$ cat config.mk
export PLATFORM = sky130hd
export DESIGN_NAME = playgnd_top
export DESIGN_NICKNAME = d
export VERILOG_FILES = /design/src/hw/playgnd_pkg.sv /design/src/hw/playgnd_ctrl.sv /design/src/hw/playgnd_timer.sv /design/src/hw/playgnd_top.sv /design/src/hw/playgnd_traffic_gen.sv
export SDC_FILE = /design/constraint.sdc
export NUM_CORES = 1
export LEC_CHECK = 0
export BUFFER_PORTS_ARGS = -buffer_cell sky130_fd_sc_hd__buf_2
export CAP_MARGIN = 20
export CORE_ASPECT_RATIO = 0.75
export CORE_MARGIN = 10
export CORE_UTILIZATION = 25
export DETAILED_ROUTE_END_ITERATION = 8
export GPL_TIMING_DRIVEN = 0
export PLACE_DENSITY_LB_ADDON = 0.05
export SYNTH_ARGS = -nofsm -noshare
export SYNTH_HDL_FRONTEND = slang
export SYNTH_SLANG_ARGS = --single-unit
$ cat constraint.sdc
create_clock -name clk_i -period 2.98 [get_ports clk_i]
set_input_delay 0.298 -clock clk_i [delete_from_list [all_inputs] [get_ports clk_i]]
set_output_delay 0.298 -clock clk_i [all_outputs]
set_load 0.01 [all_outputs]
$ cat src/hw/playgnd_pkg.sv
`default_nettype none

package playgnd_pkg;

  // Register port
  typedef logic [2:0]  reg_addr_t;
  typedef logic [31:0] reg_data_t;

  // Timer count and compare value
  typedef logic [31:0] mtime_t;

  // Burst length and beat index
  typedef logic [15:0] beat_cnt_t;

  ////////////////////////////////////////////////////////////////////////////
  // Register map in word indices
  ////////////////////////////////////////////////////////////////////////////

  localparam reg_addr_t RegMtime     = 3'd0;
  localparam reg_addr_t RegMtimecmp  = 3'd1;
  localparam reg_addr_t RegTgBase    = 3'd2;
  localparam reg_addr_t RegTgCount   = 3'd3;
  localparam reg_addr_t RegTgPattern = 3'd4;
  localparam reg_addr_t RegCtrl      = 3'd5;
  localparam reg_addr_t RegStatus    = 3'd6;

  // Control register bits
  localparam int unsigned CtrlStartBit = 0;

  // Status register bits
  localparam int unsigned StatusBusyBit = 0;
  localparam int unsigned StatusDoneBit = 1;
  localparam int unsigned StatusIrqBit  = 2;

endpackage

`default_nettype wire

$ cat src/hw/playgnd_ctrl.sv
`timescale 1ns/1ps
`default_nettype none

module playgnd_ctrl #(
  parameter int unsigned MstAddrWidth = 16,
  parameter int unsigned MstDataWidth = 32
) (
  input  logic                    clk_i,
  input  logic                    rst_n_i,
  // Register port
  input  logic                    reg_req_i,
  input  logic                    reg_we_i,
  input  playgnd_pkg::reg_addr_t  reg_addr_i,
  input  playgnd_pkg::reg_data_t  reg_wdata_i,
  output playgnd_pkg::reg_data_t  reg_rdata_o,
  // Timer side
  input  playgnd_pkg::mtime_t     mtime_i,
  input  logic                    irq_i,
  output logic                    timer_wr_o,
  output playgnd_pkg::mtime_t     timer_wdata_o,
  output playgnd_pkg::mtime_t     cmp_o,
  // Traffic generator side
  output logic                    tg_load_o,
  output logic                    tg_run_o,
  output logic [MstAddrWidth-1:0] tg_base_o,
  output playgnd_pkg::beat_cnt_t  tg_count_o,
  output logic [MstDataWidth-1:0] tg_pattern_o,
  input  logic                    tg_end_i
);

  typedef enum logic {
    StIdle,
    StRun
  } state_e;

  state_e state_q, state_d;

  logic                    wr_en;
  logic                    rd_en;
  logic                    start_req;
  logic                    busy;
  logic                    done_q;
  playgnd_pkg::mtime_t     cmp_q;
  logic [MstAddrWidth-1:0] base_q;
  playgnd_pkg::beat_cnt_t  count_q;
  logic [MstDataWidth-1:0] pattern_q;
  playgnd_pkg::reg_data_t  status;
  playgnd_pkg::reg_data_t  rdata_d;
  playgnd_pkg::reg_data_t  rdata_q;

  assign wr_en = reg_req_i & reg_we_i;
  assign rd_en = reg_req_i & ~reg_we_i;
  assign busy  = (state_q == StRun);

  // Start only from idle and with something to send
  assign start_req = wr_en && (reg_addr_i == playgnd_pkg::RegCtrl)
                     && reg_wdata_i[playgnd_pkg::CtrlStartBit]
                     && (state_q == StIdle) && (count_q != '0);

  ////////////////////////////////////////////////////////////////////////////
  // Register file
  ////////////////////////////////////////////////////////////////////////////

  always_ff @(posedge clk_i or negedge rst_n_i) begin
    if (!rst_n_i) begin
      cmp_q     <= '0;
      base_q    <= '0;
      count_q   <= '0;
      pattern_q <= '0;
    end else if (wr_en) begin
      case (reg_addr_i)
        playgnd_pkg::RegMtimecmp:  cmp_q     <= playgnd_pkg::mtime_t'(reg_wdata_i);
        playgnd_pkg::RegTgBase:    base_q    <= MstAddrWidth'(reg_wdata_i);
        playgnd_pkg::RegTgCount:   count_q   <= playgnd_pkg::beat_cnt_t'(reg_wdata_i);
        playgnd_pkg::RegTgPattern: pattern_q <= MstDataWidth'(reg_wdata_i);
        default: ;
      endcase
    end
  end

  // Timer load goes straight through since the timer owns mtime
  assign timer_wr_o    = wr_en && (reg_addr_i == playgnd_pkg::RegMtime);
  assign timer_wdata_o = playgnd_pkg::mtime_t'(reg_wdata_i);
  assign cmp_o         = cmp_q;

  ////////////////////////////////////////////////////////////////////////////
  // Burst FSM
  ////////////////////////////////////////////////////////////////////////////

  always_comb begin
    state_d = state_q;
    unique case (state_q)
      StIdle: if (start_req) state_d = StRun;
      StRun:  if (tg_end_i) state_d = StIdle;
      default: state_d = StIdle;
    endcase
  end

  always_ff @(posedge clk_i or negedge rst_n_i) begin
    if (!rst_n_i) begin
      state_q <= StIdle;
      done_q  <= 1'b0;
    end else begin
      state_q <= state_d;
      // Sticky done is cleared by a new start
      if (start_req) begin
        done_q <= 1'b0;
      end else if (tg_end_i) begin
        done_q <= 1'b1;
      end
    end
  end

  assign tg_load_o    = start_req;
  assign tg_run_o     = busy;
  assign tg_base_o    = base_q;
  assign tg_count_o   = count_q;
  assign tg_pattern_o = pattern_q;

  ////////////////////////////////////////////////////////////////////////////
  // Read path
  ////////////////////////////////////////////////////////////////////////////

  always_comb begin
    status = '0;
    status[playgnd_pkg::StatusBusyBit] = busy;
    status[playgnd_pkg::StatusDoneBit] = done_q;
    status[playgnd_pkg::StatusIrqBit]  = irq_i;
  end

  always_comb begin
    case (reg_addr_i)
      playgnd_pkg::RegMtime:     rdata_d = playgnd_pkg::reg_data_t'(mtime_i);
      playgnd_pkg::RegMtimecmp:  rdata_d = playgnd_pkg::reg_data_t'(cmp_q);
      playgnd_pkg::RegTgBase:    rdata_d = playgnd_pkg::reg_data_t'(base_q);
      playgnd_pkg::RegTgCount:   rdata_d = playgnd_pkg::reg_data_t'(count_q);
      playgnd_pkg::RegTgPattern: rdata_d = playgnd_pkg::reg_data_t'(pattern_q);
      playgnd_pkg::RegStatus:    rdata_d = status;
      default:                   rdata_d = '0;
    endcase
  end

  // Read data holds until the next read
  always_ff @(posedge clk_i or negedge rst_n_i) begin
    if (!rst_n_i) begin
      rdata_q <= '0;
    end else if (rd_en) begin
      rdata_q <= rdata_d;
    end
  end

  assign reg_rdata_o = rdata_q;

  // Busy and done never show together
  assert property (@(posedge clk_i) disable iff (!rst_n_i)
    !(busy && done_q));

  // Generator may only finish a burst this block started
  assert property (@(posedge clk_i) disable iff (!rst_n_i)
    tg_end_i |-> (state_q == StRun));

endmodule

`default_nettype wire

$ cat src/hw/playgnd_timer.sv
`timescale 1ns/1ps
`default_nettype none

module playgnd_timer (
  input  logic                clk_i,
  input  logic                rst_n_i,
  input  logic                rtc_i,
  input  logic                wr_i,
  input  playgnd_pkg::mtime_t wdata_i,
  input  playgnd_pkg::mtime_t cmp_i,
  output playgnd_pkg::mtime_t mtime_o,
  output logic                irq_o
);

  logic                rtc_sync_q1;
  logic                rtc_sync_q2;
  logic                rtc_prev_q;
  logic                rtc_rise;
  playgnd_pkg::mtime_t mtime_q;
  logic                irq_q;

  ////////////////////////////////////////////////////////////////////////////
  // RTC synchronizer and edge detect
  ////////////////////////////////////////////////////////////////////////////

  always_ff @(posedge clk_i or negedge rst_n_i) begin
    if (!rst_n_i) begin
      rtc_sync_q1 <= 1'b0;
      rtc_sync_q2 <= 1'b0;
      rtc_prev_q  <= 1'b0;
    end else begin
      rtc_sync_q1 <= rtc_i;
      rtc_sync_q2 <= rtc_sync_q1;
      rtc_prev_q  <= rtc_sync_q2;
    end
  end

  assign rtc_rise = rtc_sync_q2 & ~rtc_prev_q;

  ////////////////////////////////////////////////////////////////////////////
  // Counter and compare
  ////////////////////////////////////////////////////////////////////////////

  // Software write wins over a tick in the same cycle
  always_ff @(posedge clk_i or negedge rst_n_i) begin
    if (!rst_n_i) begin
      mtime_q <= '0;
    end else if (wr_i) begin
      mtime_q <= wdata_i;
    end else if (rtc_rise) begin
      mtime_q <= mtime_q + 1'b1;
    end
  end

  // Zero count against zero compare is already a hit
  always_ff @(posedge clk_i or negedge rst_n_i) begin
    if (!rst_n_i) begin
      irq_q <= 1'b1;
    end else begin
      irq_q <= (mtime_q >= cmp_i);
    end
  end

  assign mtime_o = mtime_q;
  assign irq_o   = irq_q;

endmodule

`default_nettype wire

$ cat src/hw/playgnd_top.sv
`timescale 1ns/1ps
`default_nettype none

module playgnd_top #(
  parameter int unsigned MstAddrWidth = 16,
  parameter int unsigned MstDataWidth = 32
) (
  input  logic                    clk_i,
  input  logic                    rst_n_i,
  input  logic                    rtc_i,
  // Register port
  input  logic                    reg_req_i,
  input  logic                    reg_we_i,
  input  playgnd_pkg::reg_addr_t  reg_addr_i,
  input  playgnd_pkg::reg_data_t  reg_wdata_i,
  output playgnd_pkg::reg_data_t  reg_rdata_o,
  // Master port
  input  logic                    mst_stall_i,
  output logic                    mst_we_o,
  output logic [MstAddrWidth-1:0] mst_addr_o,
  output logic [MstDataWidth-1:0] mst_wdata_o,
  // Timer interrupt
  output logic                    irq_o
);

  // Control to timer
  logic                    timer_wr;
  playgnd_pkg::mtime_t     timer_wdata;
  playgnd_pkg::mtime_t     cmp;
  playgnd_pkg::mtime_t     mtime;

  // Control to traffic generator
  logic                    tg_load;
  logic                    tg_run;
  logic [MstAddrWidth-1:0] tg_base;
  playgnd_pkg::beat_cnt_t  tg_count;
  logic [MstDataWidth-1:0] tg_pattern;
  logic                    tg_end;

  playgnd_ctrl #(
    .MstAddrWidth ( MstAddrWidth ),
    .MstDataWidth ( MstDataWidth )
  ) u_ctrl (
    .clk_i         ( clk_i       ),
    .rst_n_i       ( rst_n_i     ),
    .reg_req_i     ( reg_req_i   ),
    .reg_we_i      ( reg_we_i    ),
    .reg_addr_i    ( reg_addr_i  ),
    .reg_wdata_i   ( reg_wdata_i ),
    .reg_rdata_o   ( reg_rdata_o ),
    .mtime_i       ( mtime       ),
    .irq_i         ( irq_o       ),
    .timer_wr_o    ( timer_wr    ),
    .timer_wdata_o ( timer_wdata ),
    .cmp_o         ( cmp         ),
    .tg_load_o     ( tg_load     ),
    .tg_run_o      ( tg_run      ),
    .tg_base_o     ( tg_base     ),
    .tg_count_o    ( tg_count    ),
    .tg_pattern_o  ( tg_pattern  ),
    .tg_end_i      ( tg_end      )
  );

  playgnd_timer u_timer (
    .clk_i   ( clk_i       ),
    .rst_n_i ( rst_n_i     ),
    .rtc_i   ( rtc_i       ),
    .wr_i    ( timer_wr    ),
    .wdata_i ( timer_wdata ),
    .cmp_i   ( cmp         ),
    .mtime_o ( mtime       ),
    .irq_o   ( irq_o       )
  );

  playgnd_traffic_gen #(
    .MstAddrWidth ( MstAddrWidth ),
    .MstDataWidth ( MstDataWidth )
  ) u_traffic_gen (
    .clk_i       ( clk_i       ),
    .rst_n_i     ( rst_n_i     ),
    .load_i      ( tg_load     ),
    .run_i       ( tg_run      ),
    .base_i      ( tg_base     ),
    .count_i     ( tg_count    ),
    .pattern_i   ( tg_pattern  ),
    .mst_stall_i ( mst_stall_i ),
    .mst_we_o    ( mst_we_o    ),
    .mst_addr_o  ( mst_addr_o  ),
    .mst_wdata_o ( mst_wdata_o ),
    .end_o       ( tg_end      )
  );

endmodule

`default_nettype wire

$ cat src/hw/playgnd_traffic_gen.sv
`timescale 1ns/1ps
`default_nettype none

module playgnd_traffic_gen #(
  parameter int unsigned MstAddrWidth = 16,
  parameter int unsigned MstDataWidth = 32
) (
  input  logic                    clk_i,
  input  logic                    rst_n_i,
  // Burst setup from control
  input  logic                    load_i,
  input  logic                    run_i,
  input  logic [MstAddrWidth-1:0] base_i,
  input  playgnd_pkg::beat_cnt_t  count_i,
  input  logic [MstDataWidth-1:0] pattern_i,
  // Master port
  input  logic                    mst_stall_i,
  output logic                    mst_we_o,
  output logic [MstAddrWidth-1:0] mst_addr_o,
  output logic [MstDataWidth-1:0] mst_wdata_o,
  output logic                    end_o
);

  playgnd_pkg::beat_cnt_t  idx_q;
  playgnd_pkg::beat_cnt_t  last_idx;
  logic                    beat_ok;
  logic [MstAddrWidth-1:0] idx_addr;
  logic [MstDataWidth-1:0] idx_data;

  // Accepted beat
  assign beat_ok  = run_i & ~mst_stall_i;
  assign last_idx = count_i - 1'b1;

  ////////////////////////////////////////////////////////////////////////////
  // Beat index
  ////////////////////////////////////////////////////////////////////////////

  // Index holds while stalled
  always_ff @(posedge clk_i or negedge rst_n_i) begin
    if (!rst_n_i) begin
      idx_q <= '0;
    end else if (load_i) begin
      idx_q <= '0;
    end else if (beat_ok) begin
      idx_q <= idx_q + 1'b1;
    end
  end

  ////////////////////////////////////////////////////////////////////////////
  // Beat payload
  ////////////////////////////////////////////////////////////////////////////

  assign idx_addr = MstAddrWidth'(idx_q);
  assign idx_data = MstDataWidth'(idx_q);

  // Address wraps at the port width
  assign mst_we_o    = run_i;
  assign mst_addr_o  = base_i + idx_addr;
  assign mst_wdata_o = pattern_i ^ idx_data;

  assign end_o = beat_ok && (idx_q == last_idx);

  // A stalled beat is presented again unchanged
  assert property (@(posedge clk_i) disable iff (!rst_n_i)
    (mst_we_o && mst_stall_i) |=>
      (mst_we_o && $stable(mst_addr_o) && $stable(mst_wdata_o)));

endmodule

`default_nettype wire

==> results of run 1 <==
[layout make-up]
type | instances | area [um2]
Clock buffer | 20 | 447
Inverter | 52 | 195
Tap cell | 569 | 712
Multi-Input combinational cell | 755 | 5550
Buffer | 74 | 368
Sequential cell | 182 | 4560
Fill cell | 4404 | 29200
Timing Repair Buffer | 130 | 731
Antenna cell | 2 | 5.00
Clock inverter | 10 | 131
[layout by cell type (no fill, tap or decap), drive strengths merged, types with 13 or more instances in the layout]
cell type	count
dfrtp	181
buf	157
nand2	109
o21ai	90
mux2	77
clkbuf	64
inv	52
nor2	52
ha	50
xnor2	47
xor2	45
a21oi	31
a22o	30
a22oi	25
mux2i	24
nand4	20
nor3	15
nand3	14
o22ai	13
nor2b	13
[kinds of logic (layout without fill, tap and decap cells)]
| family | count (synthesis) | count (layout) | synth area share (%) |
|---|---|---|---|
| AND/OR/NAND/NOR | 270 | 270 | 12.5 |
| other | 0 | 2 | 0 |
| adder cells (fa/ha/maj) | 51 | 51 | 6.11 |
| AO/OA/AOI/OAI | 241 | 241 | 14.9 |
| multiplexers | 101 | 101 | 10.5 |
| XOR/XNOR | 92 | 92 | 7.63 |
| flip-flops | 182 | 182 | 43.1 |
| buffers and inverters | 126 | 286 | 5.27 |
[metal layers]
layer	global-route usage, %	wire, um	vias up
met3	3.35	1560	14
met1	23.2	20800	4100
li1	-	-	4066
met2	21.5	15700	128
met4	2.67	249	2
met5	0	13	-
[final timing paths]
path                                                            start                               end  slack [ns]  cells past startpoint
worst max-delay path            u_traffic_gen.idx_addr[6]$_DFFE_PN0P_                    mst_addr_o[14]        0.06                      8
worst min-delay path                                  reg_wdata_i[25]   u_timer.mtime_o[25]$_DFFE_PN0P_        0.09                      3
worst max register to register       u_ctrl.tg_count_o[3]$_DFFE_PN0P_         u_ctrl.tg_run_o$_DFF_PN0_        0.21                      7
worst min register to register          u_timer.rtc_sync_q1$_DFF_PN0_     u_timer.rtc_sync_q2$_DFF_PN0_        0.40                      0
max in group asynchronous                                     rst_n_i           u_timer.irq_o$_DFF_PN1_        1.68                      4
min in group asynchronous                                     rst_n_i  u_ctrl.tg_base_o[13]$_DFFE_PN0P_        0.47                      3
[per-stage QoR]
step,instances,setup slack [ns],total power [mW]
5_1_grt,1792,-0.0417,9.90
4_1_cts,1791,0.00240,9.30
3_5_place_dp,1756,-0.388,6.84
6_report,1794,0.0612,9.20
3_3_place_gp,1752,-1.98,6.84
2_1_floorplan,1063,0.482,5.60
[power by group through the flow]
| stage | clock [mW] | sequential, mW | combinational [mW] |
|---|---|---|---|
| finish | 2.36 | 3.68 | 3.16 |
| global route | 2.53 | 3.78 | 3.58 |
| CTS | 2.43 | 3.69 | 3.17 |
| detailed placement | 0 | 3.74 | 3.10 |
| global placement | 0 | 3.74 | 3.09 |
| floorplan | 0 | 3.51 | 2.08 |
[timing repair]
action                                  CTS  global route
gates resized for setup                  13            16
pin swaps                                 3             3
endpoints found under the hold margin   101             0
hold buffers                              2             0
endpoints found under the setup margin    9            16
buffers inserted                          3             1
[state kept, by name, indices dropped and copies added (netlist names)]
name	count
u_ctrl.reg_rdata_o	32
u_traffic_gen.idx_addr	16
u_ctrl.tg_count_o	16
u_timer.irq_o	1
u_ctrl.tg_pattern_o	32
u_ctrl.tg_run_o	1
u_timer.rtc_prev_q	1
u_ctrl.tg_base_o	16
u_timer.rtc_sync_q1	1
u_timer.mtime_o	32
u_timer.rtc_sync_q2	1
u_ctrl.done_q	1
u_ctrl.cmp_o	32
[critical path, stage by stage (launching register included)]
cell and delay [ns]:
dfrtp_2 0.47, ha_2 0.40, nand4_1 0.19, buf_4 0.20
a21o_1 0.20, a21oi_2 0.21, nor2b_2 0.08, o311ai_1 0.23
buf_2 0.18
==> flow_summary.json, run 1 <==
{
  "finalHoldViolCount": 0,
  "end_kind": "output port",
  "fin_crit_ns": 2.92,
  "yosysMostFrequentCell": "dfrtp_1",
  "pin_count": 123,
  "syn_inst": 1063,
  "htree_levels": 4,
  "p_sw_mw": 3.37,
  "ant_nets": 0,
  "final-max-slew-violation-count": 0,
  "placed_area_um2": 12000,
  "syn_area_um2": 10600,
  "syn_to_final_growth_pct": 20.2,
  "synth_top_cell_area_share_pct": 42.9,
  "synth_common_cells": "181 x dfrtp_1, 109 x nand2_1, 86 x o21ai_0",
  "critPathArrivalTime_ns": 2.62,
  "cts_buffers": 17,
  "whs_ns": 0.0853,
  "drv_cap": 0,
  "ys_warn_count": 0,
  "remaining_drc_errors": 0,
  "grt_overflow": 0,
  "critPathKind": "flip-flop to output port",
  "path_max_fanout": 6,
  "fin_setup_tns_ns": 0,
  "yosysTopAreaCell": "dfrtp_1",
  "p_leak_nw": 5.55,
  "wirelength_um": 38300,
  "hp-class": "input pin to flip-flop",
  "cts.clk_slew.worst_paths_ns": 0.07,
  "drt_iter0_markers": 549,
  "switching_share_pct": 36.6,
  "dieArea_um2": 51000,
  "dp.final_hpwl_um": 29600,
  "grt_pass1_wl_um": 58400,
  "period_share_pct": 97.9,
  "grt_max_degree": 102,
  "fin_util_pct": 30.3,
  "layout.cell_area.non_filler_um2": 12700,
  "fin_skew_ns": 0.00829,
  "antenna_found_initial": 4,
  "yosysSeqAreaShare_pct": 43.1,
  "gp_congestion": 0.794,
  "port_buffers": 120,
  "p_per_area_nw_per_um2": 724,
  "synth.area.top_cells": "dfrtp_1 43%, mux2_2 8.2%, ha_1 5.9%",
  "final_layout_size_suffix_gt1_share_pct": 23.9,
  "core_area_um2": 41900,
  "track_usage_pct": 15.3,
  "via_count": 8310,
  "fp.dieH_um": 198,
  "maxSlewHeadroom_pct": 36.2,
  "cp-start-kind": "flip-flop",
  "synth-async-reset-ratio_pct": 100,
  "synth-edff-count": 0,
  "crit_required_ns": 2.68,
  "power_frac_seq_pct": 40.1,
  "rsz0062_at_grt": "yes",
  "pwr-share-clk_pct": 25.6,
  "power_frac_comb_pct": 34.3,
  "cts_tree": "done",
  "clock_latency_ns": 0.45,
  "tightest_slew_ns": 0.953,
  "numClockSinks": 182,
  "p_int_mw": 5.83,
  "clk_path_buf_depth": 2,
  "ys_types": 62,
  "layout.nets": 1304,
  "start_util_pct": 25.2,
  "via_per_inst": 4.63,
  "num_rows": 65,
  "synth_area_per_cell_um2": 9.94,
  "outcome": "completed",
  "grt_pass1_vias": 8710,
  "die_x_um": 257,
  "root_buffer": "clkbuf_16",
  "syn_nets": 1155,
  "finalSetupViolCount": 0,
  "synth_seq_cells": 182,
  "synth_ff_type": "dfrtp_1",
  "timing.fmax_mhz": 343,
  "ir_worst_vdd_v": 0.000461,
  "wire_per_inst_um": 21.4,
  "dr.pass1.iters": 4
}
Note: power is estimated with default switching activity, not from simulation.
==> run 2: changes to the inputs <==
- MAX_ROUTING_LAYER: unset -> met4
==> flow_summary.json, run 2 (synthesis gave the netlist of run 1 again) <==
{
  "grt_overflow": 0,
  "layout.nets": 1304,
  "outcome": "completed",
  "cts.clk_slew.worst_paths_ns": 0.07,
  "hp-start": "reg_wdata_i[25]",
  "cts_buffers": 17,
  "r2r-end": "u_ctrl.tg_run_o$_DFF_PN0_",
  "grt_pass1_vias": 8705,
  "drv_cap": 0,
  "wirelength_um": 38400,
  "hp-class": "input pin to flip-flop",
  "timing.fmax_mhz": 343,
  "p_per_area_nw_per_um2": 724,
  "ant_nets": 0,
  "numClockSinks": 182,
  "power_mw": 9.19,
  "grt_pass1_wl_um": 58400,
  "layout_commonest_cell": "dfrtp_1",
  "placed_area_um2": 12000,
  "num_rows": 65,
  "path_max_fanout": 6,
  "drt_iter0_markers": 537,
  "port_buffers": 120,
  "via_count": 8299,
  "finalSetupViolCount": 0,
  "clk_path_buf_depth": 2,
  "dr.pass1.iters": 7,
  "finalHoldViolCount": 0,
  "maxSlewHeadroom_pct": 35.9,
  "fin_skew_ns": 0.00645,
  "dp.final_hpwl_um": 29600,
  "period_share_pct": 97.9,
  "ff2ff_path_depth": 7,
  "critPathKind": "flip-flop to output port",
  "clock_latency_ns": 0.45,
  "dieArea_um2": 51000,
  "start_util_pct": 25.2,
  "via_per_inst": 4.62,
  "layout.cell_area.non_filler_um2": 12700,
  "rsz0062_at_grt": "yes",
  "place_inst": 1756,
  "grt_max_degree": 102,
  "core_area_um2": 41900,
  "final_cell_count_no_fill": 1796,
  "p_leak_nw": 5.56,
  "whs_ns": 0.0847,
  "hold_depth": 3,
  "end_kind": "output port",
  "fin_util_pct": 30.3,
  "layout_common_cells": "176 x dfrtp_1, 123 x buf_2, 109 x nand2_1",
  "syn_to_final_growth_pct": 20.3,
  "rrSetupSlack_ns": 0.22,
  "critPathArrivalTime_ns": 2.62,
  "remaining_drc_errors": 0,
  "final_layout_size_suffix_gt1_share_pct": 23.9,
  "gp_congestion": 0.805,
  "ir_worst_vdd_v": 0.000463,
  "htree_levels": 4,
  "wire_per_inst_um": 21.4,
  "pin_count": 123,
  "cts_tree": "done",
  "die_x_um": 257,
  "fp.dieH_um": 198,
  "tightest_slew_ns": 0.957,
  "fin_crit_ns": 2.92,
  "root_buffer": "clkbuf_16",
  "r2r-start": "u_ctrl.tg_count_o[3]$_DFFE_PN0P_",
  "antenna_found_initial": 4,
  "cp-start-kind": "flip-flop",
  "final-max-slew-violation-count": 0,
  "crit_required_ns": 2.68,
  "min_to": "u_timer.mtime_o[25]$_DFFE_PN0P_",
  "track_usage_pct": 15.7
}
==> run 2: cell types whose count changed in the layout (fill, tap and decap cells not counted) <==
cell / before / now
nor3_2: 2 / 1
diode_2: 2 / 4
nor3_4: 0 / 1
==> run 2: repair_timing <==
| item | in CTS | in global routing |
|---|---|---|
| resized for setup | 13 | 17 |
| setup buffers | 3 | 1 |
| hold buffers | 2 | 0 |
| pin swaps | 3 | 3 |
| endpoints found under the setup margin | 9 | 17 |
| hold endpoints to repair | 101 | 0 |
==> run 2: area by class of cell <==
type                            count  area (um2)
Antenna cell                        4        10.0
Buffer                             74         368
Clock buffer                       20         447
Clock inverter                     10         131
Fill cell                        4404       29200
Inverter                           52         195
Multi-Input combinational cell    755        5550
Sequential cell                   182        4560
Tap cell                          569         712
Timing Repair Buffer              130         731
==> run 2: metrics by stage <==
| step | setup slack [ns] | setup TNS (ns) |
|---|---|---|
| after CTS | 0.00240 | 0 |
| after floorplan | 0.482 | 0 |
| final | 0.0637 | 0 |
| after global routing | -0.0395 | -0.0421 |
| after global placement | -1.98 | -372.11 |
| after detailed placement | -0.388 | -9.22 |
==> run 2: per-layer routing <==
metal / track usage [%] / routed length, um / part of all wire, % / vias up
met5: - / 0 / 0 / -
met4: 3.20 / 306 / 0.80 / 0
met3: 2.85 / 1520 / 4.0 / 14
met2: 21.5 / 15700 / 41 / 129
met1: 23.3 / 20900 / 54 / 4095
li1: - / - / - / 4061
==> run 2: how the worst max path moves through the flow <==
| stage | cells past startpoint | start | endpoint |
|---|---|---|---|
| 2_1_floorplan | 9 | u_traffic_gen.idx_addr[0]$_DFFE_PN0P_ | mst_addr_o[14] |
| 3_3_place_gp | 1 | rst_n_i | u_ctrl.tg_pattern_o[28]$_DFFE_PN0P_ |
| 3_5_place_dp | 6 | reg_addr_i[2] | u_ctrl.tg_pattern_o[20]$_DFFE_PN0P_ |
| 4_1_cts | 7 | u_traffic_gen.idx_addr[6]$_DFFE_PN0P_ | mst_addr_o[15] |
| 5_1_grt | 10 | u_ctrl.tg_base_o[0]$_DFFE_PN0P_ | mst_addr_o[14] |
| 6_report | 8 | u_traffic_gen.idx_addr[6]$_DFFE_PN0P_ | mst_addr_o[14] |
==> run 2: report_power, final <==
group	total, mW	internal (mW)	switching [mW]
clock	2.35	1.33	1.03
combinational	3.16	1.48	1.68
sequential	3.68	3.02	0.660
==> run 2: worst max-delay path, cell delays in order, from the launching register on <==
cell and delay (ns):
dfrtp_2 0.47, ha_2 0.40, nand4_1 0.19, buf_4 0.20
a21o_1 0.21, a21oi_2 0.22, nor2b_2 0.07, o311ai_1 0.23
buf_2 0.18
